## src/hist_fifo.sv

```systemverilog
// small synchronous FIFO, show-ahead output, payload type set by parameter
// holds page attributes and the sender's read-ahead words
`timescale 1ns/1ps
`default_nettype none

module hist_fifo #(
    parameter type T     = logic [31:0],
    parameter int  DEPTH = 4                // power of two
) (
    input  wire  mclk,
    input  wire  nreset_aclk,
    input  wire  clear,                     // sync flush
    input  wire  push,
    input  wire  T din,
    input  wire  pop,
    output T     dout,
    output logic nempty,
    output logic half_full
);
    localparam int AW = $clog2(DEPTH);
    localparam int CW = AW + 1;

    T              mem [DEPTH];
    logic [AW-1:0] wr_ptr;
    logic [AW-1:0] rd_ptr;
    logic [CW-1:0] count;

    always_ff @(posedge mclk) begin
        if (push) mem[wr_ptr] <= din;
    end

    always_ff @(posedge mclk) begin
        if (!nreset_aclk || clear) begin
            wr_ptr <= '0;
            rd_ptr <= '0;
            count  <= '0;
        end else begin
            if (push) wr_ptr <= wr_ptr + 1'b1;      // wraps with the power-of-two depth
            if (pop)  rd_ptr <= rd_ptr + 1'b1;
            count <= count + CW'(push) - CW'(pop);
        end
    end

    assign dout      = mem[rd_ptr];
    assign nempty    = (count != '0);
    assign half_full = (count >= CW'(DEPTH / 2));

endmodule

`default_nettype wire

```

## config.mk

```make
export PLATFORM = sky130hd
export DESIGN_NAME = hist_fifo
export DESIGN_NICKNAME = d
export VERILOG_FILES = /design/src/hist_fifo.sv
export SDC_FILE = /design/constraint.sdc
export NUM_CORES = 1
export LEC_CHECK = 0
export BUFFER_PORTS_ARGS = -buffer_cell sky130_fd_sc_hd__buf_4
export CAP_MARGIN = 5
export CELL_PAD_IN_SITES_DETAIL_PLACEMENT = 0
export CELL_PAD_IN_SITES_GLOBAL_PLACEMENT = 1
export CORE_UTILIZATION = 45
export CTS_CLUSTER_DIAMETER = 150
export CTS_CLUSTER_SIZE = 10
export DETAILED_ROUTE_END_ITERATION = 10
export GPL_TIMING_DRIVEN = 1
export PLACE_DENSITY = 0.75
export SYNTH_ARGS = -nofsm -noshare
export SYNTH_HDL_FRONTEND = slang
export SYNTH_SLANG_ARGS = --single-unit
```

## constraint.sdc

```tcl
create_clock -name mclk -period 3.9 [get_ports mclk]
set_input_delay 0.195 -clock mclk [delete_from_list [all_inputs] [get_ports mclk]]
set_output_delay 0.195 -clock mclk [all_outputs]
set_load 0.02 [all_outputs]
```

==> run_results.csv <==
group,metric,value,unit
critical_path,rrSetupSlack,2.19,ns
yosys,yosysUniqueCellTypes,21,
sta,slew_headroom,0.412,
clocking,cts_tree,"done",
route,viasPerCell,4.98,
critical_path,worstPathRequired,3.70,ns
critical_path,arrival,2.36,ns
critical_path,crit_path_end_kind,"output port",
critical_path,path_max_fanout,18,
critical_path,crit_type,"reg2out",
route,drt-pass1-iter-count,4,
route,drtIter0Drc,103,
clocking,numCtsBuffers,17,
cells_and_area,final_core_util,0.605,
yosys,synth.area.top_cells,"edfxtp_1, mux4_2, dfxtp_1",
clocking,cts_root_buf,"clkbuf_16",
sta,hold_slack,0.0165,ns
critical_path,critPathSlowestCell,"dfxtp_2",
cells_and_area,area_delta_synth_final,29.6,%
clocking,worst_skew_pair.late_latency,0.40,ns
yosys,yosysWarningCount,0,
place,place.gp.congestion,0.693,
critical_path,crit_family,"flip-flops",
place,dpl.hpwl,4.86,mm
power_and_ir_drop,p_leak,2.30,nW
critical_path,slowest_delay,0.75,ns
cells_and_area,final_cells,481,
sta,setup_violations,0,
floorplanning,die-area,11800,um^2
floorplanning,die_y,109,um
global_route,overflow,0,
floorplanning,initial_core_util,0.467,
route,route.vias.total,2394,
cells_and_area,fin_nets,372,
place,portBuffers,70,
cells_and_area,layout-drive-gt1-share,0.406,
sta,min_period,2.56,ns
clocking,cts.path.max_buffers,2,
power_and_ir_drop,powerDensity,522,nW/um^2
yosys,synthesis.nets,259,
sta,skew,0.00821,ns
yosys,synth_top_area_frac,0.752,
critical_path,path_common_cell,"buf_4",
sta,worst_pin_slew,0.882,ns
global_route,grt_max_degree,33,
critical_path,cp-start-kind,"flip-flop",
run_status,status,"finished clean",
sta,rsz0062_at_grt,"false",
clocking,clk_pin_slew,0.06,ns
cells_and_area,fillers,802,
yosys,syn_inst,214,
clocking,htree_levels,4,
global_route,antenna_found_initial,1,
yosys,syn_area,5110,um^2
sta,slew_violations,0,
critical_path,path_buf_inv,2,
floorplanning,rows,38,
route,drc,0,
global_route,grt_pass1_vias,2494,
sta,hold_viol,0,
route,post_drt_wl_per_cell,17.6,um
global_route,grt_pass1_wl,13.1,mm
yosys,avgSynthCellArea,23.9,um^2
sta,post-route-period-util,0.656,
sta,tns,0,ns
yosys,ys_ff_latch,137,
yosys,synth.largest_area_cell,"edfxtp_1",
clocking,postCtsSetupBuffers,0,
route,wl,8.46,mm
critical_path,cp_cell_sequence,"buf_4 > mux4_1 > buf_4",
yosys,seq_area_frac_synth,0.788,
floorplanning,die_w,109,um
global_route,grt.total_usage,0.158,
clocking,clock_sinks,137,
hold_path,worstHoldPathType,"in2reg",
cells_and_area,layout_common_cells,"edfxtp_1, buf_4, dlygate4sd3_1, mux4_2, clkbuf_16",
sta,max_freq,0.391,GHz
power_and_ir_drop,vdd.ir_drop.worst,0.367,mV
route,antenna_left,0,
floorplanning,core-area,10900,um^2
cells_and_area,final_common_cell,"edfxtp_1",
place,dp_cells,417,
floorplanning,io_pins,71,
run,maxCapViolations,0,
==> report_power, final <==
part / switching, W / internal (W) / total, W
Clock: 0.000586 / 0.000941 / 0.00153
Combinational: 0.000124 / 0.000136 / 0.000261
Sequential: 0.0000188 / 0.00165 / 0.00167
Total: 0.000729 / 0.00273 / 0.00346
==> logic make-up after synthesis <==
group | count (synthesis) | synth area share
DFF | 137 | 0.788
muxes | 33 | 0.145
buffers and inverters | 16 | 0.0235
and+or+nand+nor | 14 | 0.0137
adders and majority gates | 8 | 0.0211
AOI/OAI and AO/OA | 3 | 0.00441
xor gates and xnor gates | 3 | 0.00514
==> routing by layer <==
layer / track usage / vias up / routed length (um)
met3: 0.0488 / 12 / 372
li1: - / 1108 / -
met4: 0.0666 / 0 / 119
met1: 0.197 / 1218 / 3840
met5: 0 / - / 0
met2: 0.255 / 56 / 4140
==> cells in the mapped netlist <==
library cell	number
clkbuf_1	1
nor2_1	7
buf_2	3
buf_12	3
buf_6	1
fa_1	1
inv_1	8
xnor2_1	3
edfxtp_1	128
o31ai_1	1
mux4_2	30
a21oi_1	1
and2_1	4
ha_1	7
mux4_1	2
mux2i_1	1
nand3_1	1
a21bo_2	1
nand2b_1	1
nand3b_1	1
dfxtp_1	9
==> worst register-to-register path: stages, from the launching register on <==
cell	delay (ns)
dfxtp_1	0.35
inv_1	0.10
ha_1	0.15
and2_2	0.72
==> what timing repair did <==
action,in CTS,in global routing
gates resized for setup,0,0
hold buffers,31,0
hold endpoints to repair,124,0
==> state kept, by name (all words and copies together) (netlist names), named ones only <==
signal,count
count,3
rd_ptr,2
wr_ptr,2
mem,128
==> final timing paths <==
check / startpoint / endpoint / depth (start not counted)
setup / recovery: flip-flop / dout[27] / 3
hold / removal: din[26] / mem[2][26] / 1
setup reg to reg: wr_ptr[0] / mem[2][1] / 3
hold reg to reg: rd_ptr[1] / flip-flop / 2
==> per-stage QoR <==
stage          cell area, um^2  setup slack (ns)  power, W
2_1_floorplan             5110              2.18   0.00183
3_3_place_gp              5730              1.71   0.00193
3_5_place_dp              5730              1.71   0.00194
4_1_cts                   6620              1.26   0.00348
5_1_grt                   6620              1.15   0.00357
6_report                  6620              1.34   0.00346
==> layout make-up <==
type | count | area [um^2] | area share
Timing Repair Buffer | 102 | 843 | 0.127
Inverter | 8 | 30.0 | 0.00454
Clock inverter | 14 | 144 | 0.0217
Multi-Input combinational cell | 61 | 970 | 0.146
Clock buffer | 18 | 429 | 0.0648
Sequential cell | 137 | 4030 | 0.608
Tap cell | 140 | 175 | 0.0265
Antenna cell | 1 | 2.50 | 0.000378
(Power assumes the default switching activity.)
