===== config.mk =====
export PLATFORM = sky130hd
export DESIGN_NAME = hist_regs
export DESIGN_NICKNAME = d
export VERILOG_FILES = /design/src/hist_pkg.sv /design/src/hist_regs.sv
export VERILOG_INCLUDE_DIRS = /design/src
export SDC_FILE = /design/constraint.sdc
export NUM_CORES = 1
export LEC_CHECK = 0
export ABC_AREA = 1
export BUFFER_PORTS_ARGS = -buffer_cell sky130_fd_sc_hd__buf_2
export CAP_MARGIN = 0
export CORE_ASPECT_RATIO = 0.8
export CORE_UTILIZATION = 45
export CTS_BUF_LIST = sky130_fd_sc_hd__clkbuf_4
export CTS_CLUSTER_SIZE = 10
export DETAILED_ROUTE_END_ITERATION = 6
export PLACE_DENSITY = 0.78
export SLEW_MARGIN = 20
export SYNTH_ARGS = -nofsm -noshare
export SYNTH_HDL_FRONTEND = slang
export SYNTH_SLANG_ARGS = --single-unit

===== constraint.sdc =====
create_clock -name mclk -period 6.2 [get_ports mclk]
set_input_delay 0.93 -clock mclk [delete_from_list [all_inputs] [get_ports mclk]]
set_output_delay 0.93 -clock mclk [all_outputs]
set_load 0.01 [all_outputs]

===== src/hist_defs.svh =====
// sizes, widths and register map of the histogram transfer block
// included by the package and by every module that needs a width
`ifndef HIST_DEFS_SVH
`define HIST_DEFS_SVH

`define HIST_WORD_W        32    // histogram word
`define HIST_NUM_SRC       4     // sensor sources
`define HIST_SRC_W         2     // source index
`define HIST_FRAME_W       4     // frame number bits
`define HIST_PAGE_WORDS    256   // words per histogram page
`define HIST_NUM_PAGES     4     // pages in the buffer
`define HIST_BURST_LEN     16    // words per AXI burst
`define HIST_START_PAGE_W  20    // start page in 4 KB units
`define HIST_REG_ADDR_W    4     // register port address
`define HIST_REG_MODE      4     // mode register
`define HIST_REG_START0    0     // start page of source 0, sources follow
`define HIST_MODE_EN       0     // mode bit, transfer enable
`define HIST_MODE_CONFIRM  1     // mode bit, wait for write responses

`endif


===== src/hist_pkg.sv =====
// packed types shared by the histogram transfer modules
// modules use scoped names in ports and import the package in the body
`default_nettype none
`include "hist_defs.svh"

package hist_pkg;

    typedef struct packed {
        logic                       request;  // held until grant
        logic [1:0]                 color;
        logic [`HIST_FRAME_W-1:0]   frame;
        logic                       dvalid;   // one word per cycle while high
        logic [`HIST_WORD_W-1:0]    data;
    } hist_src_t;

    typedef struct packed {
        logic [`HIST_SRC_W-1:0]     src;
        logic [1:0]                 color;
        logic [`HIST_FRAME_W-1:0]   frame;
    } hist_attr_t;

    typedef struct packed {
        logic                       valid;
        logic [`HIST_REG_ADDR_W-1:0] addr;
        logic [31:0]                data;
    } reg_wr_t;

    typedef struct packed {
        logic en;
        logic confirm;
    } hist_mode_t;

    typedef struct packed {
        logic [31:0] addr;
        logic [3:0]  id;        // {source, color}
    } axi_aw_t;

    typedef struct packed {
        logic [`HIST_WORD_W-1:0] data;
        logic                    last;
    } axi_w_t;

endpackage

`default_nettype wire


===== src/hist_regs.sv =====
// host register file: mode bits and per-source start page table
// a write on reg_wr shows on the outputs after the next clock edge
`timescale 1ns/1ps
`default_nettype none
`include "hist_defs.svh"

module hist_regs (
    input  wire                           mclk,
    input  wire                           nreset_aclk,
    input  wire hist_pkg::reg_wr_t        reg_wr,
    output hist_pkg::hist_mode_t          mode,
    output logic [`HIST_START_PAGE_W-1:0] start_page [`HIST_NUM_SRC]
);
    localparam int SW = `HIST_SRC_W;

    always_ff @(posedge mclk) begin
        if (!nreset_aclk) begin
            mode <= '0;                             // disabled, no confirm
        end else if (reg_wr.valid && reg_wr.addr == `HIST_REG_MODE) begin
            mode.en      <= reg_wr.data[`HIST_MODE_EN];
            mode.confirm <= reg_wr.data[`HIST_MODE_CONFIRM];
        end
    end

    // table has no reset, host loads it before enabling
    always_ff @(posedge mclk) begin
        if (reg_wr.valid && reg_wr.addr < `HIST_REG_START0 + `HIST_NUM_SRC)
            start_page[SW'(reg_wr.addr - `HIST_REG_START0)] <=
                reg_wr.data[`HIST_START_PAGE_W-1:0];
    end

endmodule

`default_nettype wire


==> impl_metrics.yaml <==
place:
  dp_worst_setup_slack_ps: 3440
  port_buffers: 108
  routabilityCongestion: 0.669
  dpl_cell_area_um2: 3250
  post-dp-hpwl_mm: 3.30
routing:
  viasPerCell: 4.59
  drt_first_iter_violations: 33
  wire_per_inst_um: 15.0
  drtAntennaViolNets: 0
  via_count: 1437
  dr.pass1.iters: 4
  drcViolationCount: 0
  wl_mm: 4.70
power_and_ir_drop:
  clkPwrFrac_pct: 34.2
  p_sw_share_pct: 20.2
  p_leak_nw: 1.34
  internal_power_uw: 799
  p_per_area_nw_per_um2: 294
  power_switching_uw: 203
  power_frac_comb_pct: 3.8
  peakVddDrop_uv: 140
  seqPwrFrac_pct: 62.0
grt:
  grt_usage_pct: 16.6
  grt_use_met3_pct: 8.69
  grt_pass1_wl_mm: 6.91
  gr-total-overflow: 0
  busiest_layer: "met2"
  grt_max_degree: 16
  use_met1_pct: 19.3
  antenna_found_initial: 0
  met2_usage_pct: 26.4
  grt_pass1_vias: 1388
logic_synthesis:
  ys_seq_area_share_pct: 95.4
  ys_warn_count: 0
  syn_avg_cell_area_um2: 23.9
  yosysUniqueCellTypes: 11
  synth-seq-cells: 82
  netlist_top_cells_area: "edfxtp_1, dfxtp_1, nor2_1"
  synth_top_area_share_pct: 93.8
  synth.net_count: 146
  yosys.area.top_type: "edfxtp_1"
  syn_inst: 107
  syn_area_um2: 2560
clock_tree:
  numCtsBuffers: 9
  postCtsSetupBuffers: 0
  cts_resized: 0
  cts_sinks: 82
  clk_latency_ps: 400
  cts_hold_buf: 0
  htree_levels: 3
  cts.path.max_buffers: 2
  cts_tree: "done"
  path_clk_slew_ps: 120
  root_buffer: "clkbuf_4"
hold_path:
  whs_endpoint: "mode[1]"
  hold_depth: 2
  hold_path.class: "reg -> reg"
  worstHoldStart: "mode[1]"
die:
  die_area_um2: 6000
  core-area_um2: 5470
  rows: 24
  num_io_pins: 121
  start_util_pct: 46.9
  die_h_um: 69.5
  die_w_um: 86.3
setup_path:
  arrival_ps: 2400
  cp-end-kind: "flip-flop"
  crit_required_ps: 6320
  start_kind: "input pin"
  r2r-end: "mode[0]"
  r2r-start: "mode[0]"
  reg2reg_slack_ps: 5620
  r2r_cells: 2
  path_class: "in -> reg"
  crit_fanout: 11
sta:
  timing.final.crit_period_ps: 2280
  hold_viol_final: 0
  finalCritPeriodShare_pct: 36.8
  fmax_mhz: 438
  fin_skew_ps: 0
  slew_headroom_pct: 36.2
  fin_setup_tns_ps: 0
  rsz0062_at_grt: "false"
  maxSlewViolCount: 0
  finalSetupViolations: 0
  tightest_slew_ps: 951
  layout_setup_ws_ps: 3920
finish:
  multi_input_area_um2: 110
  layout-drive-gt1-share_pct: 57.9
  area_delta_synth_final_pct: 33.2
  postLayoutCellArea_um2: 3410
  regArea_um2: 2440
  diodes: 0
  fin_nets: 269
  n_fill_cell: 419
job:
  maxCapViolCount: 0
run_status:
  status: "finished, final reports clean"
[power by group through the flow]
stage | clock (mW) | sequential [mW] | combinational [mW]
floorplan | 0 | 0.640 | 0.00573
global placement | 0 | 0.633 | 0.0372
detailed placement | 0 | 0.634 | 0.0386
CTS | 0.354 | 0.621 | 0.0387
global route | 0.379 | 0.622 | 0.0417
finish | 0.343 | 0.621 | 0.0382
[Yosys cell counts (all sizes together)]
library cell and count:
nand3 1, nor3 3, dfxtp 2, nand4 2
nand2 3, edfxtp 80, nor2 9, inv 7
[metal layers]
layer	share of wire, %	vias up
met4	1.1	0
li1	-	661
met3	9.3	5
met5	0	-
met2	48	81
met1	41	690
[through the flow]
| step | instances | hold slack, ps | util (%) | total power [mW] |
|---|---|---|---|---|
| final | 313 | 510 | 62.4 | 1.00 |
| after global routing | 313 | 554 | 62.4 | 1.04 |
| after CTS | 313 | 512 | 62.4 | 1.01 |
| after detailed placement | 297 | 492 | 59.4 | 0.672 |
| after global placement | 297 | 471 | 59.4 | 0.670 |
| after floorplan | 107 | 508 | - | 0.646 |
[worst max path at each step]
stage	cells past startpoint	slack [ps]	startpoint	to
4_1_cts	5	3900	reg_wr[34]	start_page[1]
3_3_place_gp	5	3430	reg_wr[35]	start_page[0]
2_1_floorplan	3	3270	reg_wr[35]	start_page[20]
5_1_grt	5	3820	reg_wr[34]	start_page[32]
3_5_place_dp	5	3440	reg_wr[34]	start_page[25]
6_report	5	3920	reg_wr[34]	start_page[25]
[sequential cells by signal (all words and copies together), names as in the netlist]
signal / cells
start_page: 80
mode: 2
[area by class of cell]
| cell class | count | area share (%) |
|---|---|---|
| Sequential cell | 82 | 71.6 |
| Timing Repair Buffer | 112 | 16.7 |
| Multi-Input combinational cell | 18 | 3.23 |
| Clock inverter | 7 | 2.86 |
| Tap cell | 78 | 2.86 |
| Clock buffer | 9 | 1.98 |
| Inverter | 7 | 0.770 |
[kinds of logic (layout without fill, tap and decap cells)]
logic type | Yosys count | count (layout) | synth area share (%)
buffers and inverters | 7 | 135 | 1.03
DFF | 82 | 82 | 95.4
and+or+nand+nor | 18 | 18 | 3.62
[critical path: stages]
cell	delay (ps)
buf_2	120
nor2_1	80
nand2_1	140
nor3_2	750
buf_4	360
[cells in the final DEF, fill, tap and decap left out, types with 3 or more instances in the layout]
cell	synthesis	final
buf_2	0	108
buf_4	0	4
clkbuf_4	0	9
edfxtp_1	80	80
inv_1	5	5
inv_6	0	3
nand2_1	3	3
nor2_1	7	6
nor3_2	0	3
(Power assumes the default switching activity.)
