### src/hist_defs.svh
// sizes, widths and register map of the histogram transfer block
// included by the package and by every module that needs a width
`ifndef HIST_DEFS_SVH
`define HIST_DEFS_SVH

`define HIST_WORD_W        32    // histogram word
`define HIST_NUM_SRC       4     // sensor sources
`define HIST_SRC_W         2     // source index
`define HIST_FRAME_W       4     // frame number bits
`define HIST_PAGE_WORDS    256   // words per histogram page
`define HIST_NUM_PAGES     4     // pages in the buffer
`define HIST_BURST_LEN     16    // words per AXI burst
`define HIST_START_PAGE_W  20    // start page in 4 KB units
`define HIST_REG_ADDR_W    4     // register port address
`define HIST_REG_MODE      4     // mode register
`define HIST_REG_START0    0     // start page of source 0, sources follow
`define HIST_MODE_EN       0     // mode bit, transfer enable
`define HIST_MODE_CONFIRM  1     // mode bit, wait for write responses

`endif

### src/hist_pkg.sv
// packed types shared by the histogram transfer modules
// modules use scoped names in ports and import the package in the body
`default_nettype none
`include "hist_defs.svh"

package hist_pkg;

    typedef struct packed {
        logic                       request;  // held until grant
        logic [1:0]                 color;
        logic [`HIST_FRAME_W-1:0]   frame;
        logic                       dvalid;   // one word per cycle while high
        logic [`HIST_WORD_W-1:0]    data;
    } hist_src_t;

    typedef struct packed {
        logic [`HIST_SRC_W-1:0]     src;
        logic [1:0]                 color;
        logic [`HIST_FRAME_W-1:0]   frame;
    } hist_attr_t;

    typedef struct packed {
        logic                       valid;
        logic [`HIST_REG_ADDR_W-1:0] addr;
        logic [31:0]                data;
    } reg_wr_t;

    typedef struct packed {
        logic en;
        logic confirm;
    } hist_mode_t;

    typedef struct packed {
        logic [31:0] addr;
        logic [3:0]  id;        // {source, color}
    } axi_aw_t;

    typedef struct packed {
        logic [`HIST_WORD_W-1:0] data;
        logic                    last;
    } axi_w_t;

endpackage

`default_nettype wire

### src/hist_arbiter.sv
// fixed priority arbiter for the four sensor sources, source 0 wins
// grant is held until the page writer reports page end, the granted
// source's stream is registered once and passed to the writer
`timescale 1ns/1ps
`default_nettype none
`include "hist_defs.svh"

module hist_arbiter (
    input  wire                        mclk,
    input  wire                        nreset_aclk,
    input  wire                        en,
    input  wire hist_pkg::hist_src_t   src [`HIST_NUM_SRC],
    input  wire                        buf_full,
    input  wire                        page_done,
    output logic [`HIST_NUM_SRC-1:0]   grant,
    output hist_pkg::hist_src_t        sel_src,
    output logic [`HIST_SRC_W-1:0]     sel_idx
);
    logic                   rq_any;     // any request this cycle
    logic [`HIST_SRC_W-1:0] rq_idx;     // lowest requesting index
    logic                   rq_any_r;
    logic [`HIST_SRC_W-1:0] rq_idx_r;
    logic                   busy;       // a page is being received

    always_comb begin
        rq_any = 1'b0;
        rq_idx = '0;
        for (int i = `HIST_NUM_SRC - 1; i >= 0; i--) begin   // last hit is the lowest index
            if (src[i].request) begin
                rq_any = 1'b1;
                rq_idx = i[`HIST_SRC_W-1:0];
            end
        end
    end

    always_ff @(posedge mclk) begin
        if (!nreset_aclk || !en) begin
            rq_any_r <= 1'b0;
            rq_idx_r <= '0;
            busy     <= 1'b0;
            grant    <= '0;
            sel_idx  <= '0;
        end else begin
            rq_any_r <= rq_any;
            rq_idx_r <= rq_idx;
            if (page_done) begin
                busy  <= 1'b0;
                grant <= '0;
            end else if (!busy && rq_any_r && !buf_full) begin
                busy    <= 1'b1;
                sel_idx <= rq_idx_r;            // latched for the whole page
                grant   <= `HIST_NUM_SRC'(1) << rq_idx_r;
            end
        end
    end

    // one-cycle registered mux, dvalid only counts while granted
    always_ff @(posedge mclk) begin
        if (!nreset_aclk || !en) begin
            sel_src <= '0;
        end else begin
            sel_src        <= src[sel_idx];
            sel_src.dvalid <= busy && src[sel_idx].dvalid;
        end
    end

endmodule

`default_nettype wire

### config.mk
export PLATFORM = sky130hd
export DESIGN_NAME = hist_arbiter
export DESIGN_NICKNAME = d
export VERILOG_FILES = /design/src/hist_pkg.sv /design/src/hist_arbiter.sv
export VERILOG_INCLUDE_DIRS = /design/src
export SDC_FILE = /design/constraint.sdc
export NUM_CORES = 1
export LEC_CHECK = 0
export ABC_AREA = 1
export BUFFER_PORTS_ARGS = -buffer_cell sky130_fd_sc_hd__buf_2
export CORE_ASPECT_RATIO = 1.2
export CORE_UTILIZATION = 23
export DETAILED_ROUTE_END_ITERATION = 6
export GPL_TIMING_DRIVEN = 0
export PLACE_DENSITY_LB_ADDON = 0.05
export SYNTH_ARGS = -nofsm -noshare
export SYNTH_HDL_FRONTEND = slang
export SYNTH_SLANG_ARGS = --single-unit
### constraint.sdc
create_clock -name mclk -period 0.9 [get_ports mclk]
set_input_delay 0 -clock mclk [delete_from_list [all_inputs] [get_ports mclk]]
set_output_delay 0 -clock mclk [all_outputs]
set_load 0.02 [all_outputs]
==> results summary <==
During synthesis, Yosys emitted a total of 0 warnings. After the flow finishes, the layout carries non-filler instances totaling 916. The total number of nets in the final design came out at 916.

The final reports fail on negative setup slack. The post-detailed-route count of antenna-violating nets came out at 0. Relative to the synthesized area, the layout overhead comes to 59.5%. The cell area that synthesis handed to floorplanning was 2980 um2. The die height is 127 um. The post-placement setup slack is -218 ps. The routability-driven placement congestion ratio is 0.776. The number of buffers inserted by port buffering is 210. The critical path is of the flop to flop type. The slowest stage of the critical path belongs to the cell sky130_fd_sc_hd__dfxtp_4. The area taken by flip-flops and latches is 1010 um2. Entering global routing, the biggest net connects 16 pins. The total die area came out at 13400 um2.

Setup repair after global routing could not meet its margin everywhere. The maximum net fanout on the critical path came out at 8. The placed wire-length estimate is 8.22 mm. The mean instance size in the synthesized netlist is 5.65 um2. The global-route congestion overflow total came out at 0. Synthesis inferred 50 register bits.

The clock period minus final worst setup slack is 1060 ps. When the netlist entered floorplanning its net count stood at 693. The unique cell type count in the Yosys netlist came out at 16. For this design the top-level I/O count stands at 211. STA classifies the critical path startpoint as a flop. The routed via count came out at 3777. The root buffer cell chosen for the clock tree is sky130_fd_sc_hd__clkbuf_16. The count of inserted antenna diode cells is 0. The power density of the placed cells came out at 1140 nW/um2. Across the run, the number of max-cap violations was 0.

The level count of the clock H-tree came out at 2. The final max-slew violation count is 0. The share of the synthesized area in the top cell type came out at 0.336. The sequential cell area fraction in the yosys report came out at 0.336. In the post-synthesis netlist, the cell with the most instances is sky130_fd_sc_hd__nand2_1.

For this configuration, the core starts out at a cell density of 0.235. Counting the fill cells in the layout gives 1479. The number of vias per cell after detailed routing came out at 4.12.

The peak ir drop on the vdd network came out at 0.819 mV. The arrival time of the worst setup path is 1280 ps. The signal on the critical path passes through inv_6, bufbuf_16, nand2_1, nand2_1, nand2_1, a21oi_2.

The critical path required time came out at 1130 ps. In this run, the number of DRC markers left after iteration 0 of detailed routing was 137. The total CTS buffers came out at 5. The final non-filler cell area is 4760 um2. The most numerous cell type found on the critical path is sky130_fd_sc_hd__nand2_1. The DRC violation count after routing is 0. The total power of the final layout came out at 5.43 mW. The share of flip-flops with an asynchronous set or reset after synthesis is 0.

The fmax came out at 0.947 GHz. The number of endpoints with negative hold slack in the final report came out at 0. From left edge to right edge, the die measures 106 um. The setup slack of the critical path after layout came out at -155 ps. TritonCTS built the clock tree.

The number of placement rows is 45. The cell type group with the largest total delay on the critical path is flip-flops. The total iterations of the first detailed-routing run is 4.

The initial antenna violation count is 0. The number of buffer and inverter instances along the worst setup path came out at 2. The clock-pin slew on the worst setup and hold paths came out at 70 ps. Summed over all layers, the routed wires come to 10.8 mm.

The standby leakage power came out at 2.87 nW. The transition at the pin with the smallest max-transition slack came out at 546 ps. The relative slew slack is 0.636. The worst-skew pair later-pin latency is 290 ps. The first global-routing pass estimated 17.3 mm of wire. The placed cell count came out at 902. The total track usage came out at 0.162. The via count of the first global-routing pass came out at 3679. The TritonCTS sink count came out at 50. The cell count after synthesis came out at 528. The core area is 12700 um2. The wire length per cell is 11.8 um. The multi-input logic area came out at 1530 um2.

The flow ran to the end, but the final reports show violations. Of all cell types, the one taking the most synthesized area is sky130_fd_sc_hd__dfxtp_1. The placed standard-cell area is 4310 um2. The post-route clock skew came out at 5.20 ps. By area the synthesized netlist is led by sky130_fd_sc_hd__dfxtp_1, sky130_fd_sc_hd__nand2_1, sky130_fd_sc_hd__inv_1. The number of enable flip-flop cells after synthesis is 0. STA classifies the critical path endpoint as a flop. The fraction of layout cells with a size suffix above 1 is 0.363. Setup violations remaining at the end of the flow were counted as 41. By count the netlist is led by sky130_fd_sc_hd__nand2_1, sky130_fd_sc_hd__inv_1, sky130_fd_sc_hd__dfxtp_1. Dividing the final minimum period by the clock period gives 1.17.

The path class of the tightest hold or removal check is primary input to flop. For this run, the leading register cell type out of synthesis is sky130_fd_sc_hd__dfxtp_1. The maximum single-stage delay on the critical path is 370 ps. The largest buffer count on any clock path is 2.
==> cell families after synthesis <==
family | Yosys count | synth area share
AOI/OAI and AO/OA | 46 | 0.0784
buffers and inverters | 122 | 0.175
DFF | 50 | 0.336
and+or+nand+nor | 310 | 0.411
==> metal layers <==
metal  part of all wire  up-vias  global-route usage
met5                  0        -                   0
met4              0.012        0              0.0417
met3              0.063        7              0.0360
met2               0.49      127               0.296
met1               0.44     1632               0.189
li1                   -     2011                   -
==> cell type report <==
type	count	share of cell area
multi-input combinational	356	0.321
buffer	30	0.0728
clock buffer	6	0.0316
sequential	50	0.212
tap	164	0.0431
inverter	92	0.0757
timing repair buffer	216	0.241
clock inverter	2	0.00210
==> path summary, 6_finish.rpt <==
kind / startpoint / to / slack, ps / depth (start not counted)
setup / recovery: sel_idx[0] / sel_src[19] / -160 / 6
hold / removal: src[39] / rq_any_r / 9 / 3
setup reg to reg: sel_idx[0] / sel_src[19] / -160 / 6
hold reg to reg: grant[2] / grant[2] / 480 / 2
==> power by group <==
| group | leakage [nW] | total (mW) | internal [mW] | switching [mW] |
|---|---|---|---|---|
| registers | 0.412 | 2.32 | 2.29 | 0.0239 |
| logic | 2.37 | 1.07 | 0.522 | 0.546 |
| clock network | 0.0818 | 2.05 | 1.19 | 0.854 |
==> through the flow <==
step | hold slack (ps) | setup TNS (ps) | utilization
after floorplan | 78.1 | -2580 | -
after global placement | 194 | -7900 | 0.340
after detailed placement | 200 | -8320 | 0.340
after CTS | 11.0 | -6030 | 0.367
after global routing | 31.3 | -8220 | 0.376
final | 9.49 | -5170 | 0.376
==> sequential cells by signal (all words and copies together), names as in the netlist <==
register  flops
busy          1
grant         4
rq_any_r      1
rq_idx_r      2
sel_idx       2
sel_src      40
==> cell usage in the layout, fill, tap and decap left out, drive strengths merged <==
master,n
nor4,1
bufbuf,1
a31oi,1
a21oi,43
o21ai,1
dfxtp,50
nand3,43
clkbuf,14
nand4,2
buf,234
nand2,250
clkinv,2
nor2,14
inv,92
dlygate4sd3,3
o21bai,1
==> worst reg2reg max path, stage by stage, from the launching register on <==
cell and delay, ps:
sky130_fd_sc_hd__dfxtp_4 370, sky130_fd_sc_hd__inv_6 100, sky130_fd_sc_hd__bufbuf_16 260, sky130_fd_sc_hd__nand2_1 50, sky130_fd_sc_hd__nand2_1 50, sky130_fd_sc_hd__nand2_1 60, sky130_fd_sc_hd__a21oi_2 110
==> repair_timing <==
item / in CTS / in global routing
gates cloned: 1 / 1
buffers inserted: 1 / 0
gates resized for setup: 31 / 29
endpoints found under the setup margin: 46 / 46
hold endpoints to repair: 2 / 0
pin swaps: 0 / 1
hold buffers: 3 / 0
Power figures use the tool's default switching activity.
