File: config.mk
export PLATFORM = sky130hd
export DESIGN_NAME = hist_page_writer
export DESIGN_NICKNAME = d
export VERILOG_FILES = /design/src/hist_pkg.sv /design/src/hist_page_writer.sv
export VERILOG_INCLUDE_DIRS = /design/src
export SDC_FILE = /design/constraint.sdc
export NUM_CORES = 1
export LEC_CHECK = 0
export ABC_AREA = 1
export BUFFER_PORTS_ARGS = -buffer_cell sky130_fd_sc_hd__buf_2
export CAP_MARGIN = 15
export CORE_UTILIZATION = 29
export CTS_CLUSTER_SIZE = 8
export DETAILED_ROUTE_END_ITERATION = 7
export PLACE_DENSITY_LB_ADDON = 0.15
export SLEW_MARGIN = 20
export SYNTH_ARGS = -nofsm -noshare
export SYNTH_HDL_FRONTEND = slang
export SYNTH_SLANG_ARGS = --single-unit
export TNS_END_PERCENT = 50
File: constraint.sdc
create_clock -name mclk -period 0.9 [get_ports mclk]
set_input_delay 0.135 -clock mclk [delete_from_list [all_inputs] [get_ports mclk]]
set_output_delay 0.135 -clock mclk [all_outputs]
set_load 0.02 [all_outputs]
File: src/hist_defs.svh
// sizes, widths and register map of the histogram transfer block
// included by the package and by every module that needs a width
`ifndef HIST_DEFS_SVH
`define HIST_DEFS_SVH

`define HIST_WORD_W        32    // histogram word
`define HIST_NUM_SRC       4     // sensor sources
`define HIST_SRC_W         2     // source index
`define HIST_FRAME_W       4     // frame number bits
`define HIST_PAGE_WORDS    256   // words per histogram page
`define HIST_NUM_PAGES     4     // pages in the buffer
`define HIST_BURST_LEN     16    // words per AXI burst
`define HIST_START_PAGE_W  20    // start page in 4 KB units
`define HIST_REG_ADDR_W    4     // register port address
`define HIST_REG_MODE      4     // mode register
`define HIST_REG_START0    0     // start page of source 0, sources follow
`define HIST_MODE_EN       0     // mode bit, transfer enable
`define HIST_MODE_CONFIRM  1     // mode bit, wait for write responses

`endif

File: src/hist_pkg.sv
// packed types shared by the histogram transfer modules
// modules use scoped names in ports and import the package in the body
`default_nettype none
`include "hist_defs.svh"

package hist_pkg;

    typedef struct packed {
        logic                       request;  // held until grant
        logic [1:0]                 color;
        logic [`HIST_FRAME_W-1:0]   frame;
        logic                       dvalid;   // one word per cycle while high
        logic [`HIST_WORD_W-1:0]    data;
    } hist_src_t;

    typedef struct packed {
        logic [`HIST_SRC_W-1:0]     src;
        logic [1:0]                 color;
        logic [`HIST_FRAME_W-1:0]   frame;
    } hist_attr_t;

    typedef struct packed {
        logic                       valid;
        logic [`HIST_REG_ADDR_W-1:0] addr;
        logic [31:0]                data;
    } reg_wr_t;

    typedef struct packed {
        logic en;
        logic confirm;
    } hist_mode_t;

    typedef struct packed {
        logic [31:0] addr;
        logic [3:0]  id;        // {source, color}
    } axi_aw_t;

    typedef struct packed {
        logic [`HIST_WORD_W-1:0] data;
        logic                    last;
    } axi_w_t;

endpackage

`default_nettype wire

File: src/hist_page_writer.sv
// writes the granted stream into the page buffer word by word
// page ends on the first idle cycle after data, the attribute of a page
// is pushed together with its first word
`timescale 1ns/1ps
`default_nettype none
`include "hist_defs.svh"

module hist_page_writer (
    input  wire                        mclk,
    input  wire                        nreset_aclk,
    input  wire                        en,
    input  wire hist_pkg::hist_src_t   sel_src,
    input  wire [`HIST_SRC_W-1:0]      sel_idx,
    output logic                       wr_en,
    output logic [9:0]                 wr_addr,
    output logic [`HIST_WORD_W-1:0]    wr_data,
    output logic                       page_done,
    output logic                       attr_push,
    output hist_pkg::hist_attr_t       attr
);
    localparam int WA_W = $clog2(`HIST_PAGE_WORDS);
    localparam int PG_W = $clog2(`HIST_NUM_PAGES);

    logic [PG_W-1:0] page_wr;           // page being filled
    logic [WA_W-1:0] page_wa;           // word within the page
    logic            dvalid_r;

    assign wr_en     = sel_src.dvalid;
    assign wr_data   = sel_src.data;
    assign wr_addr   = {page_wr, page_wa};
    assign attr_push = sel_src.dvalid && !dvalid_r;     // first word of the page
    assign attr      = '{src: sel_idx, color: sel_src.color, frame: sel_src.frame};

    always_ff @(posedge mclk) begin
        if (!nreset_aclk || !en) begin
            dvalid_r  <= 1'b0;
            page_wa   <= '0;
            page_wr   <= '0;
            page_done <= 1'b0;
        end else begin
            dvalid_r  <= sel_src.dvalid;
            page_wa   <= sel_src.dvalid ? page_wa + 1'b1 : '0;
            page_done <= dvalid_r && !sel_src.dvalid;    // falling edge of dvalid
            if (dvalid_r && !sel_src.dvalid)
                page_wr <= page_wr + 1'b1;
        end
    end

endmodule

`default_nettype wire

==> results.txt <==
The run finished, with violations left. The final reports fail on negative setup slack. The number of global-route vias before repair is between 400 and 500.

Counting every instance in the synthesized netlist gives about 100. The relative contribution of combinational cells to total power is 0.065. The wire-length estimate of the detail-placed layout is 918 um. STA puts the critical path data arrival time at 0.88 ns. After synthesis, the cell types taking the most area are sky130_fd_sc_hd__buf_4 (39%), sky130_fd_sc_hd__dfxtp_1 (31%), sky130_fd_sc_hd__nor2_1 (9.1%).

The global routing met2 resource utilization came out at 0.138. The die height is around 54 um. The hold violation total from the final report is 0. The remaining global-route overflow came out at 0. The worst slew margin relative to its limit came out at 0.877. The summed instance area of the synthesized netlist is just under 800 sq um. Counting the fill cells in the layout gives 276. The max-cap check violation count came out at 0.

The total of hold buffers inserted after clock tree synthesis is 0. The total number of clock tree sinks came out at 12. The leakage component of the power is ~0.3 nW. The actual slew at the worst max-slew pin came out at ~0.18 ns. The final routed wire length divided by cell count is ~10 um. Pin placement for this block handled 98 I/O pins. The count of nets left with antenna violations once routing finished came out at 0. The library cell with the largest summed area after synthesis is sky130_fd_sc_hd__buf_4. The time the worst path needs with I/O delays and setup came out at slightly above 1 ns.

The total number of H-tree levels is 1. The clock insertion delay at the later pin of the skew report is about 0.27 ns. The total number of vias is between 400 and 500. The number of antenna cells inserted came out at 0. Of the total power, the share spent switching nets is 0.233.

The maximum ir drop on the vdd rail is 0.000569 V. The synthesized net count came out at 150. The cell count after placement is approximately 120.

In the finished design, the share of the clock period the worst path needs comes to 1.13. The width of the chip came out at about 54 um. The timing startpoint of the critical path is page_wa[0]. The layer with the highest usage after global routing is met2. Setup repair after global routing could not meet its margin everywhere.

The number of different library cells used by synthesis comes to 15. In this run the worst hold path is classified as input port to flip-flop. The synthesized area per cell came out at between 7 and 8 sq um. The proportion of power drawn by flip-flops and latches came out at 0.563. The met1 usage in global routing is 0.0882.

The largest fanout on the critical path came out at 4. The starting utilization of the core area is 0.312. The maximum count of clock buffers along a single path is 2.

Of the post-synthesis cell area, the dominant cell type holds 0.392. The layout net count is between 100 and 150. The number of placement rows came out at 18. Clock tree synthesis selected as its root buffer the cell sky130_fd_sc_hd__clkbuf_4. The path depth of the worst reg2reg path came out at 4.

Port buffering added 16 buffers. The power density relative to cell area came out at between 1000 and 1500 nW/um^2. The power after layout is 0.000944 W.

At the worst endpoint, the required time is approximately 0.76 ns. The first-pass GRT wire length is approximately 1900 um. The cell internal power dissipation came out at 0.000724 W. The share of the Yosys chip area taken by registers is 0.306.

The final worst slack is -0.120 ns. The critical path is of the flip-flop to output pin type. For met3 alone, demand over resource in global routing was 0.0763. Setup slack on the worst reg-to-reg path comes out at -0.08 ns. The clock group share of total power came out at 0.371. The launch point of the worst reg-to-reg path is page_wa[1].

The clock transition at the register clock pins on the worst setup and hold paths after CTS came out at 0.09 ns. The wire length after detailed routing came out at approximately 1200 um. The final non-filler cell total came out at around 120.

The global placer's final weighted congestion came out at approximately 0.62. For this run, the total global-route usage over all layers was measured as 0.0900. For this design the total switching power over the nets is roughly 0.00022 W. The total DRC errors in the routed layout came out at 0. The initial antenna violation count came out at 0. Across all hold checks on the routed design, the worst slack comes to roughly 0.22 ns. The worst register-to-register path ends at page_wa[3]. The max-slew violation total from the final report is 0. The initial DRC count came out at 3.

The area added between synthesis and finish came out at 6.21%. Of the cells placed in the final design, the portion with a size suffix greater than 1 is 0.527. In this run, synthesis produced a sequential element count of 12. The number of endpoints failing setup at the final stage is 13.

The critical path ends at wr_addr[0]. The die outline area is ~2900 sq um. The pin count of the biggest net entering global routing is 8. The number of optimization iterations in the first detailed-route pass came out at 3. The average vias per placed instance is around 4.1.

The number of warning messages in the yosys log is 0. STA classifies the critical path endpoint as an output pin. TritonCTS built the clock tree.

The clock skew is roughly 0.014 ns. STA classifies the critical path startpoint as a flip-flop. The total clock buffers created by CTS came out at 3. After floorplanning, the core was sized to cover ~2500 sq um. The maximum achievable frequency came out at a little under 1000 MHz.
[synth_stat cells]
cell type,instances
sky130_fd_sc_hd__nand3_1,3
sky130_fd_sc_hd__nor2_4,1
sky130_fd_sc_hd__dfxtp_1,12
sky130_fd_sc_hd__nand3_2,1
sky130_fd_sc_hd__a21oi_1,2
sky130_fd_sc_hd__or2_0,1
sky130_fd_sc_hd__a21oi_2,1
sky130_fd_sc_hd__buf_4,41
sky130_fd_sc_hd__inv_1,6
sky130_fd_sc_hd__nand2_1,13
sky130_fd_sc_hd__ha_1,1
sky130_fd_sc_hd__o21bai_1,1
sky130_fd_sc_hd__o21ai_1,1
sky130_fd_sc_hd__xnor2_1,1
sky130_fd_sc_hd__nor2_1,19
[kinds of logic (layout without fill, tap and decap cells)]
group,after synthesis,count (layout),synth area share
AOI/OAI and AO/OA,5,5,0.0398
xor gates and xnor gates,1,1,0.0111
adders and majority gates,1,1,0.0159
buffers and inverters,47,34,0.420
DFF,12,12,0.306
and+or+nand+nor,38,38,0.207
[worst max-delay path: stages, from the launching register on]
cell and delay, ns:
sky130_fd_sc_hd__dfxtp_4 0.38, sky130_fd_sc_hd__buf_6 0.12, sky130_fd_sc_hd__buf_6 0.12
[final cells by class]
cell class,count,area (sq um),share of cell area
tap,30,37.5,0.0450
clock buffer,4,26.3,0.0315
timing repair buffer,24,216,0.259
inverter,6,22.5,0.0270
sequential,12,264,0.316
multi-input combinational,45,268,0.321
[worst min-delay path by stage]
stage,from,end,cells past startpoint
5_1_grt,sel_src[32],dvalid_r,3
2_1_floorplan,sel_src[32],dvalid_r,2
3_3_place_gp,sel_idx[0],attr[6],0
6_report,sel_src[32],dvalid_r,3
4_1_cts,en,page_wr[1],3
3_5_place_dp,sel_idx[0],attr[6],0
[per-stage QoR]
| step | utilization | area, sq um | setup WS [ns] | setup TNS, ns |
|---|---|---|---|---|
| after CTS | 0.314 | 792 | -0.133 | -0.783 |
| after detailed placement | 0.263 | 664 | -0.0836 | -0.186 |
| after global placement | 0.263 | 664 | -0.0631 | -0.133 |
| after global routing | 0.331 | 835 | -0.151 | -1.38 |
| after floorplan | - | 810 | -0.0947 | -0.142 |
| final | 0.331 | 835 | -0.120 | -0.714 |
[state kept, by name, summed over array words and instances (netlist names)]
| register | count |
|---|---|
| page_wa | 8 |
| page_done | 1 |
| dvalid_r | 1 |
| page_wr | 2 |
[power groups by stage]
stage	clock network, W	registers [W]	logic [W]
floorplan	0	0.000553	0.000292
global placement	0	0.000549	0.0000564
detailed placement	0	0.000549	0.0000562
CTS	0.000373	0.000531	0.0000625
global route	0.000394	0.000532	0.0000682
finish	0.000350	0.000531	0.0000618
[layer usage]
metal | wire length (um) | up-vias
li1 | - | 249
met4 | 8 | 0
met1 | 523 | 215
met5 | 0 | -
met2 | 532 | 30
met3 | 170 | 4
[placed cells by master (no fill, tap or decap), types with 2 or more instances in the layout]
| master | count |
|---|---|
| sky130_fd_sc_hd__nor2_1 | 16 |
| sky130_fd_sc_hd__buf_6 | 13 |
| sky130_fd_sc_hd__nand2_1 | 12 |
| sky130_fd_sc_hd__dfxtp_2 | 7 |
| sky130_fd_sc_hd__inv_1 | 6 |
| sky130_fd_sc_hd__buf_4 | 6 |
| sky130_fd_sc_hd__buf_2 | 5 |
| sky130_fd_sc_hd__dfxtp_4 | 4 |
| sky130_fd_sc_hd__nor2_4 | 3 |
| sky130_fd_sc_hd__clkbuf_4 | 3 |
| sky130_fd_sc_hd__nand3_1 | 2 |
| sky130_fd_sc_hd__a21oi_1 | 2 |
[repair_timing]
| action | CTS | global route |
|---|---|---|
| pin swaps | 3 | 5 |
| buffers inserted | 2 | 0 |
| endpoints found under the setup margin | 15 | 17 |
| resized for setup | 30 | 12 |
(Power assumes the default switching activity.)
