[src/hist_defs.svh]
// sizes, widths and register map of the histogram transfer block
// included by the package and by every module that needs a width
`ifndef HIST_DEFS_SVH
`define HIST_DEFS_SVH

`define HIST_WORD_W        32    // histogram word
`define HIST_NUM_SRC       4     // sensor sources
`define HIST_SRC_W         2     // source index
`define HIST_FRAME_W       4     // frame number bits
`define HIST_PAGE_WORDS    256   // words per histogram page
`define HIST_NUM_PAGES     4     // pages in the buffer
`define HIST_BURST_LEN     16    // words per AXI burst
`define HIST_START_PAGE_W  20    // start page in 4 KB units
`define HIST_REG_ADDR_W    4     // register port address
`define HIST_REG_MODE      4     // mode register
`define HIST_REG_START0    0     // start page of source 0, sources follow
`define HIST_MODE_EN       0     // mode bit, transfer enable
`define HIST_MODE_CONFIRM  1     // mode bit, wait for write responses

`endif

[src/hist_pkg.sv]
// packed types shared by the histogram transfer modules
// modules use scoped names in ports and import the package in the body
`default_nettype none
`include "hist_defs.svh"

package hist_pkg;

    typedef struct packed {
        logic                       request;  // held until grant
        logic [1:0]                 color;
        logic [`HIST_FRAME_W-1:0]   frame;
        logic                       dvalid;   // one word per cycle while high
        logic [`HIST_WORD_W-1:0]    data;
    } hist_src_t;

    typedef struct packed {
        logic [`HIST_SRC_W-1:0]     src;
        logic [1:0]                 color;
        logic [`HIST_FRAME_W-1:0]   frame;
    } hist_attr_t;

    typedef struct packed {
        logic                       valid;
        logic [`HIST_REG_ADDR_W-1:0] addr;
        logic [31:0]                data;
    } reg_wr_t;

    typedef struct packed {
        logic en;
        logic confirm;
    } hist_mode_t;

    typedef struct packed {
        logic [31:0] addr;
        logic [3:0]  id;        // {source, color}
    } axi_aw_t;

    typedef struct packed {
        logic [`HIST_WORD_W-1:0] data;
        logic                    last;
    } axi_w_t;

endpackage

`default_nettype wire

[src/hist_axi_sender.sv]
// sends finished pages over the AXI write address and data channels
// one block per page: attribute pop, two-step base address, sixteen bursts,
// page read into a small read-ahead FIFO, page freed at block end
`timescale 1ns/1ps
`default_nettype none
`include "hist_defs.svh"

module hist_axi_sender (
    input  wire                           mclk,
    input  wire                           nreset_aclk,
    input  wire hist_pkg::hist_mode_t     mode,
    input  wire [`HIST_START_PAGE_W-1:0]  start_page [`HIST_NUM_SRC],
    input  wire [2:0]                     pages_used,
    input  wire hist_pkg::hist_attr_t     attr,
    input  wire                           attr_nempty,
    output logic                          attr_pop,
    output logic                          rd_en,
    output logic [9:0]                    rd_addr,
    input  wire [`HIST_WORD_W-1:0]        rd_data,
    output logic                          page_freed,
    output hist_pkg::axi_aw_t             aw,
    output logic                          awvalid,
    input  wire                           awready,
    output hist_pkg::axi_w_t              w,
    output logic                          wvalid,
    input  wire                           wready,
    input  wire                           bvalid
);
    import hist_pkg::*;

    localparam int NB   = `HIST_PAGE_WORDS / `HIST_BURST_LEN;  // bursts per page
    localparam int BC_W = $clog2(NB) + 1;
    localparam int PW   = `HIST_START_PAGE_W;
    localparam int WA_W = $clog2(`HIST_PAGE_WORDS);
    localparam int PG_W = $clog2(`HIST_NUM_PAGES);

    hist_attr_t                        attr_r;      // page being sent
    logic                              confirm_r;   // mode latched per block
    logic                              block_run;
    logic [2:0]                        start_r;     // start pipeline
    logic [PW-1:0]                     page_base;   // looked-up start page
    logic [31:0]                       aw_addr;
    logic [BC_W-1:0]                   aw_left;     // bursts still to address
    logic [BC_W-1:0]                   w_left;      // bursts still to send data
    logic [7:0]                        b_pend;      // responses outstanding
    logic [PG_W-1:0]                   page_rd;
    logic [WA_W-1:0]                   rd_word;
    logic                              rd_run;
    logic [1:0]                        rd_v;        // reads in flight
    logic                              fifo_half;
    logic [`HIST_WORD_W-1:0]           w_data;
    logic [$clog2(`HIST_BURST_LEN)-1:0] wcnt;       // word in burst
    logic                              aw_xfer;
    logic                              w_xfer;
    logic                              block_end;

    assign attr_pop   = mode.en && !block_run && (pages_used != '0) && attr_nempty;
    assign aw_xfer    = awvalid && awready;
    assign w_xfer     = wvalid && wready;
    assign awvalid    = (aw_left != '0);
    assign aw         = '{addr: aw_addr, id: {attr_r.src, attr_r.color}};
    assign w          = '{data: w_data, last: &wcnt};
    assign rd_en      = rd_run && !fifo_half;           // at most 3 reads in flight
    assign rd_addr    = {page_rd, rd_word};
    assign block_end  = block_run && (start_r == '0) && (aw_left == '0) && (w_left == '0) &&
                        (!confirm_r || b_pend == '0);
    assign page_freed = block_end;

    always_ff @(posedge mclk) begin
        if (!nreset_aclk || !mode.en) begin
            block_run <= 1'b0;
            start_r   <= '0;
            aw_left   <= '0;
            w_left    <= '0;
            b_pend    <= '0;
            page_rd   <= '0;
            rd_word   <= '0;
            rd_run    <= 1'b0;
            rd_v      <= '0;
            wcnt      <= '0;
        end else begin
            start_r <= {start_r[1:0], attr_pop};
            if (attr_pop)       block_run <= 1'b1;
            else if (block_end) block_run <= 1'b0;
            if (block_end) page_rd <= page_rd + 1'b1;   // pages leave in arrival order
            if (start_r[2])   aw_left <= BC_W'(NB);     // base address ready
            else if (aw_xfer) aw_left <= aw_left - 1'b1;
            if (attr_pop)            w_left <= BC_W'(NB);
            else if (w_xfer && w.last) w_left <= w_left - 1'b1;
            if (aw_xfer && !bvalid)                    b_pend <= b_pend + 8'd1;
            else if (!aw_xfer && bvalid && b_pend != '0) b_pend <= b_pend - 8'd1;
            if (attr_pop)   rd_word <= '0;
            else if (rd_en) rd_word <= rd_word + 1'b1;
            if (attr_pop)                  rd_run <= 1'b1;
            else if (rd_en && (&rd_word))  rd_run <= 1'b0;   // last word of the page
            rd_v <= {rd_v[0], rd_en};
            if (w_xfer) wcnt <= wcnt + 1'b1;
        end
    end

    always_ff @(posedge mclk) begin
        if (attr_pop) begin
            attr_r    <= attr;
            confirm_r <= mode.confirm;
        end
        if (start_r[0]) page_base <= start_page[attr_r.src];
        if (start_r[1])   aw_addr <= {page_base + PW'(attr_r.frame), attr_r.color, 10'd0};
        else if (aw_xfer) aw_addr <= aw_addr + 32'(`HIST_BURST_LEN * 4);
    end

    hist_fifo #(
        .T     (logic [`HIST_WORD_W-1:0]),
        .DEPTH (4)
    ) rd_fifo_i (
        .mclk        (mclk),
        .nreset_aclk (nreset_aclk),
        .clear       (!mode.en),
        .push        (rd_v[1]),     // buffer data valid
        .din         (rd_data),
        .pop         (w_xfer),
        .dout        (w_data),
        .nempty      (wvalid),
        .half_full   (fifo_half)
    );

endmodule

`default_nettype wire

[src/hist_fifo.sv]
// small synchronous FIFO, show-ahead output, payload type set by parameter
// holds page attributes and the sender's read-ahead words
`timescale 1ns/1ps
`default_nettype none

module hist_fifo #(
    parameter type T     = logic [31:0],
    parameter int  DEPTH = 4                // power of two
) (
    input  wire  mclk,
    input  wire  nreset_aclk,
    input  wire  clear,                     // sync flush
    input  wire  push,
    input  wire  T din,
    input  wire  pop,
    output T     dout,
    output logic nempty,
    output logic half_full
);
    localparam int AW = $clog2(DEPTH);
    localparam int CW = AW + 1;

    T              mem [DEPTH];
    logic [AW-1:0] wr_ptr;
    logic [AW-1:0] rd_ptr;
    logic [CW-1:0] count;

    always_ff @(posedge mclk) begin
        if (push) mem[wr_ptr] <= din;
    end

    always_ff @(posedge mclk) begin
        if (!nreset_aclk || clear) begin
            wr_ptr <= '0;
            rd_ptr <= '0;
            count  <= '0;
        end else begin
            if (push) wr_ptr <= wr_ptr + 1'b1;      // wraps with the power-of-two depth
            if (pop)  rd_ptr <= rd_ptr + 1'b1;
            count <= count + CW'(push) - CW'(pop);
        end
    end

    assign dout      = mem[rd_ptr];
    assign nempty    = (count != '0);
    assign half_full = (count >= CW'(DEPTH / 2));

endmodule

`default_nettype wire

[config.mk]
export PLATFORM = sky130hd
export DESIGN_NAME = hist_axi_sender
export DESIGN_NICKNAME = d
export VERILOG_FILES = /design/src/hist_pkg.sv /design/src/hist_axi_sender.sv /design/src/hist_fifo.sv
export VERILOG_INCLUDE_DIRS = /design/src
export SDC_FILE = /design/constraint.sdc
export NUM_CORES = 1
export LEC_CHECK = 0
export ABC_AREA = 1
export BUFFER_PORTS_ARGS = -buffer_cell sky130_fd_sc_hd__buf_2
export CORE_AREA = 2 2 182 113
export CTS_BUF_LIST = sky130_fd_sc_hd__clkbuf_16
export CTS_CLUSTER_DIAMETER = 60
export CTS_CLUSTER_SIZE = 24
export DETAILED_ROUTE_END_ITERATION = 7
export DIE_AREA = 0 0 184 115
export PLACE_DENSITY_LB_ADDON = 0.08
export SYNTH_ARGS = -nofsm -noshare
export SYNTH_HDL_FRONTEND = slang
export SYNTH_SLANG_ARGS = --single-unit
export TNS_END_PERCENT = 10
[constraint.sdc]
create_clock -name mclk -period 6.2 [get_ports mclk]
set_input_delay 0.62 -clock mclk [delete_from_list [all_inputs] [get_ports mclk]]
set_output_delay 0.62 -clock mclk [all_outputs]
set_load 0.01 [all_outputs]
==> summary.md <==
| Metric | Value |
|---|---|
| Status | `finished, final reports clean` |
| Power Density | `239 nW/um^2` |
| Clock root buffer | `clkbuf_16` |
| Row count | `40` |
| Setup violators final | `0` |
| First-pass GRT wire length | `41100 microns` |
| GPL Wtd Cong | `0.932` |
| Initial Util | `56.9%` |
| Synth top area share | `48.4%` |
| Die height | `115 microns` |
| Max Freq | `323 MHz` |
| Cells on worst reg2reg path | `2` |
| Largest family of logic cells by synthesized area | `simple AND/OR/NAND/NOR gates` |
| Vias | `8997` |
| Post-Route Utilization | `65.2%` |
| GRT Overall Usage | `24.8%` |
| Post-CTS Setup Inserts | `0` |
| Die X | `184 microns` |
| Post-Synth Adder-Cell Area | `3.25%` |
| Slowest stage cell, crit path | `inv_1` |
| Mapped cell area | `11100 sq um` |
| Deepest clock path buffer count | `3` |
| Async set or reset register ratio after synthesis | `0%` |
| Syn_area_per_cell | `9.28 sq um` |
| Leading cell types by count after synthesis | `201 x nor2_1, 189 x nand2_1, 179 x edfxtp_1` |
| CTS tree | `yes` |
| Final #Nets | `1545` |
| Average wire per standard cell | `16.3 microns` |
| Sinks on Clock Net | `231` |
| CTS Buf Count | `14` |
| Synth warn | `0` |
| Clk pin slew, worst setup/hold paths | `0.10 ns` |
| Number of global-route vias before repair | `7872` |
| FILL cells | `1646` |
| Max Cap Viol | `0` |
| Pin count of the biggest net entering global routing | `66` |
| Leakage | `0.00518 uW` |
| Worst Hold Depth | `1` |
| Antenna violations before repair | `1` |
| Compound-cell area share of the yosys netlist | `11.7%` |
| Area Growth Syn to Fin | `14.6%` |
| Clk Latency, worst-skew pair | `0.50 ns` |
| Post-Route Setup TNS | `0 ns` |
| Synth cell types | `44` |
| Synth Instances | `1197` |
| EDFF count, synth | `179` |
| RSZ-0062 raised after global routing | `no` |
| Least-Margin Pin Slew | `1.22 ns` |
| Seq cells post-synth | `231` |
| Top post-synthesis cells by area | `edfxtp_1 48%, dfxtp_1 9.4%, nor2_1 6.8%` |
| Gr ovfl total | `0` |
| Startpoint types | `flip-flop` |
| Xor and xnor fraction of the mapped netlist area | `1.03%` |
| Required time at the worst-slack endpoint | `5.58 ns` |
| Share of layout cells above drive strength 1 | `18.7%` |
| Synth Area in Simple Gates | `19.9%` |
| Post-detail-place hpwl | `18800 microns` |
| Hold_ws | `0.301 ns` |
| Core Region | `19500 sq um` |
| Mux cell area share after synthesis | `0%` |
| Worst path max stage delay | `0.81 ns` |
| Final Skew | `0.0217 ns` |
| TritonRoute pass-1 iters | `5` |
| Max H-tree Level | `1` |
| VDD IR max | `0.000237 V` |
| Worst-path maximum fanout | `33` |
| Final worst-path cycle share | `49.9%` |
| Hold Vio Cnt, Final | `0` |
| Die Area | `21200 sq um` |
| Yosys top cell by area | `edfxtp_1` |
| Post-Route WL | `26900 microns` |
| Buffers added on ports | `208` |
| Seq/Total Area, Yosys | `57.8%` |
| Max Slew Vio Count | `0` |
| Vias per inst | `5.46` |
| CP cell instances | `buf_4 -> inv_1 -> o21ai_0 -> o22ai_1 -> buf_2` |
| Minimum clock period | `3.10 ns` |
| Count leader, synth | `nor2_1` |
| Critical path capture point type | `primary output` |
| Max_slew headroom | `18.6%` |
| CTS Hold Bufs | `0` |
| Post-CTS Resized | `0` |
| I/O Pins | `215` |
| Hold WC Path Type | `primary input to flip-flop` |
| ANT nets after route | `0` |
| Crit path arrival time | `2.48 ns` |
| Post-route DRC | `0` |
| Dominant synthesized flop cell | `edfxtp_1` |
| First DRT Iteration DRCs | `782` |
| Critical path class | `flip-flop to primary output` |
-- layout by cell type, fill, tap and decap left out, types with 24 or more instances in the layout --
master,count
nand3_1,78
o21ai_0,138
edfxtp_1,179
nor2_1,201
dfxtp_1,51
ha_1,24
nand2_1,189
a21oi_1,31
buf_2,208
inv_1,118
o22ai_1,53
-- per-stage QoR --
step / worst slack [ns] / instances / cell area (sq um) / total power, uW
3_5_place_dp: 3.63 / 1623 / 12300 / 2130
4_1_cts: 3.09 / 1646 / 12700 / 3050
6_report: 3.10 / 1647 / 12700 / 3040
3_3_place_gp: 3.70 / 1623 / 12300 / 2120
5_1_grt: 2.88 / 1647 / 12700 / 3170
2_1_floorplan: 4.13 / 1202 / 11100 / 2010
-- critical path, delay by kind of cell, from the launching register on --
kind,cells,cell delay [ns]
compound gates,2,0.44
flops,1,0.31
buf+inv,3,1.22
-- area by class of cell --
type | instances | area, sq um | share of cell area, %
Antenna cell | 1 | 2.50 | 0.0197
Clock buffer | 14 | 350 | 2.75
Clock inverter | 9 | 67.6 | 0.531
Inverter | 121 | 454 | 3.57
Multi-Input combinational cell | 802 | 4010 | 31.5
Sequential cell | 231 | 6420 | 50.4
Tap cell | 252 | 315 | 2.48
Timing Repair Buffer | 217 | 1110 | 8.71
-- registers in the layout (all words and copies together) (netlist names), named ones only --
signal / flops
attr_r: 4
aw: 4
aw_addr: 26
aw_left: 5
b_pend: 8
block_run: 1
confirm_r: 1
page_base: 20
page_rd: 2
rd_fifo_i.count: 3
rd_fifo_i.mem: 128
rd_fifo_i.rd_ptr: 2
rd_fifo_i.wr_ptr: 2
rd_run: 1
rd_v: 2
rd_word: 8
start_r: 3
w_left: 5
wcnt: 4
-- power by group --
group,total [uW],switching (uW),internal [uW]
Clock,944,515,430
Combinational,369,226,143
Sequential,1730,32.7,1690
Total,3040,773,2270
-- logic make-up (layout without fill, tap and decap cells) --
logic type,count (synthesis),count (layout)
AND/OR/NAND/NOR,517,517
AO/OA/AOI/OAI,239,239
flip-flops,231,231
buffers and inverters,169,361
adder cells (fa/ha/maj),27,27
XOR/XNOR,13,13
other,1,7
-- routing by layer --
metal | up-vias | GRT usage (%) | share of wire [%] | wire length [microns]
li1 | 4462 | - | - | -
met5 | - | 0 | 0 | 0
met2 | 312 | 38.6 | 44 | 11900
met3 | 18 | 4.15 | 6.6 | 1780
met4 | 0 | 4.05 | 1.1 | 298
met1 | 4205 | 37.5 | 48 | 13000
-- final timing paths --
check	from	to	slack (ns)
setup / recovery	flip-flop	w[8]	3.10
hold / removal	attr[7]	aw[3]	0.30
setup reg to reg	start_r[1]	aw_addr[28]	3.59
hold reg to reg	rd_v[0]	rd_v[1]	0.42
No activity file was read; power rests on OpenSTA's default activity.
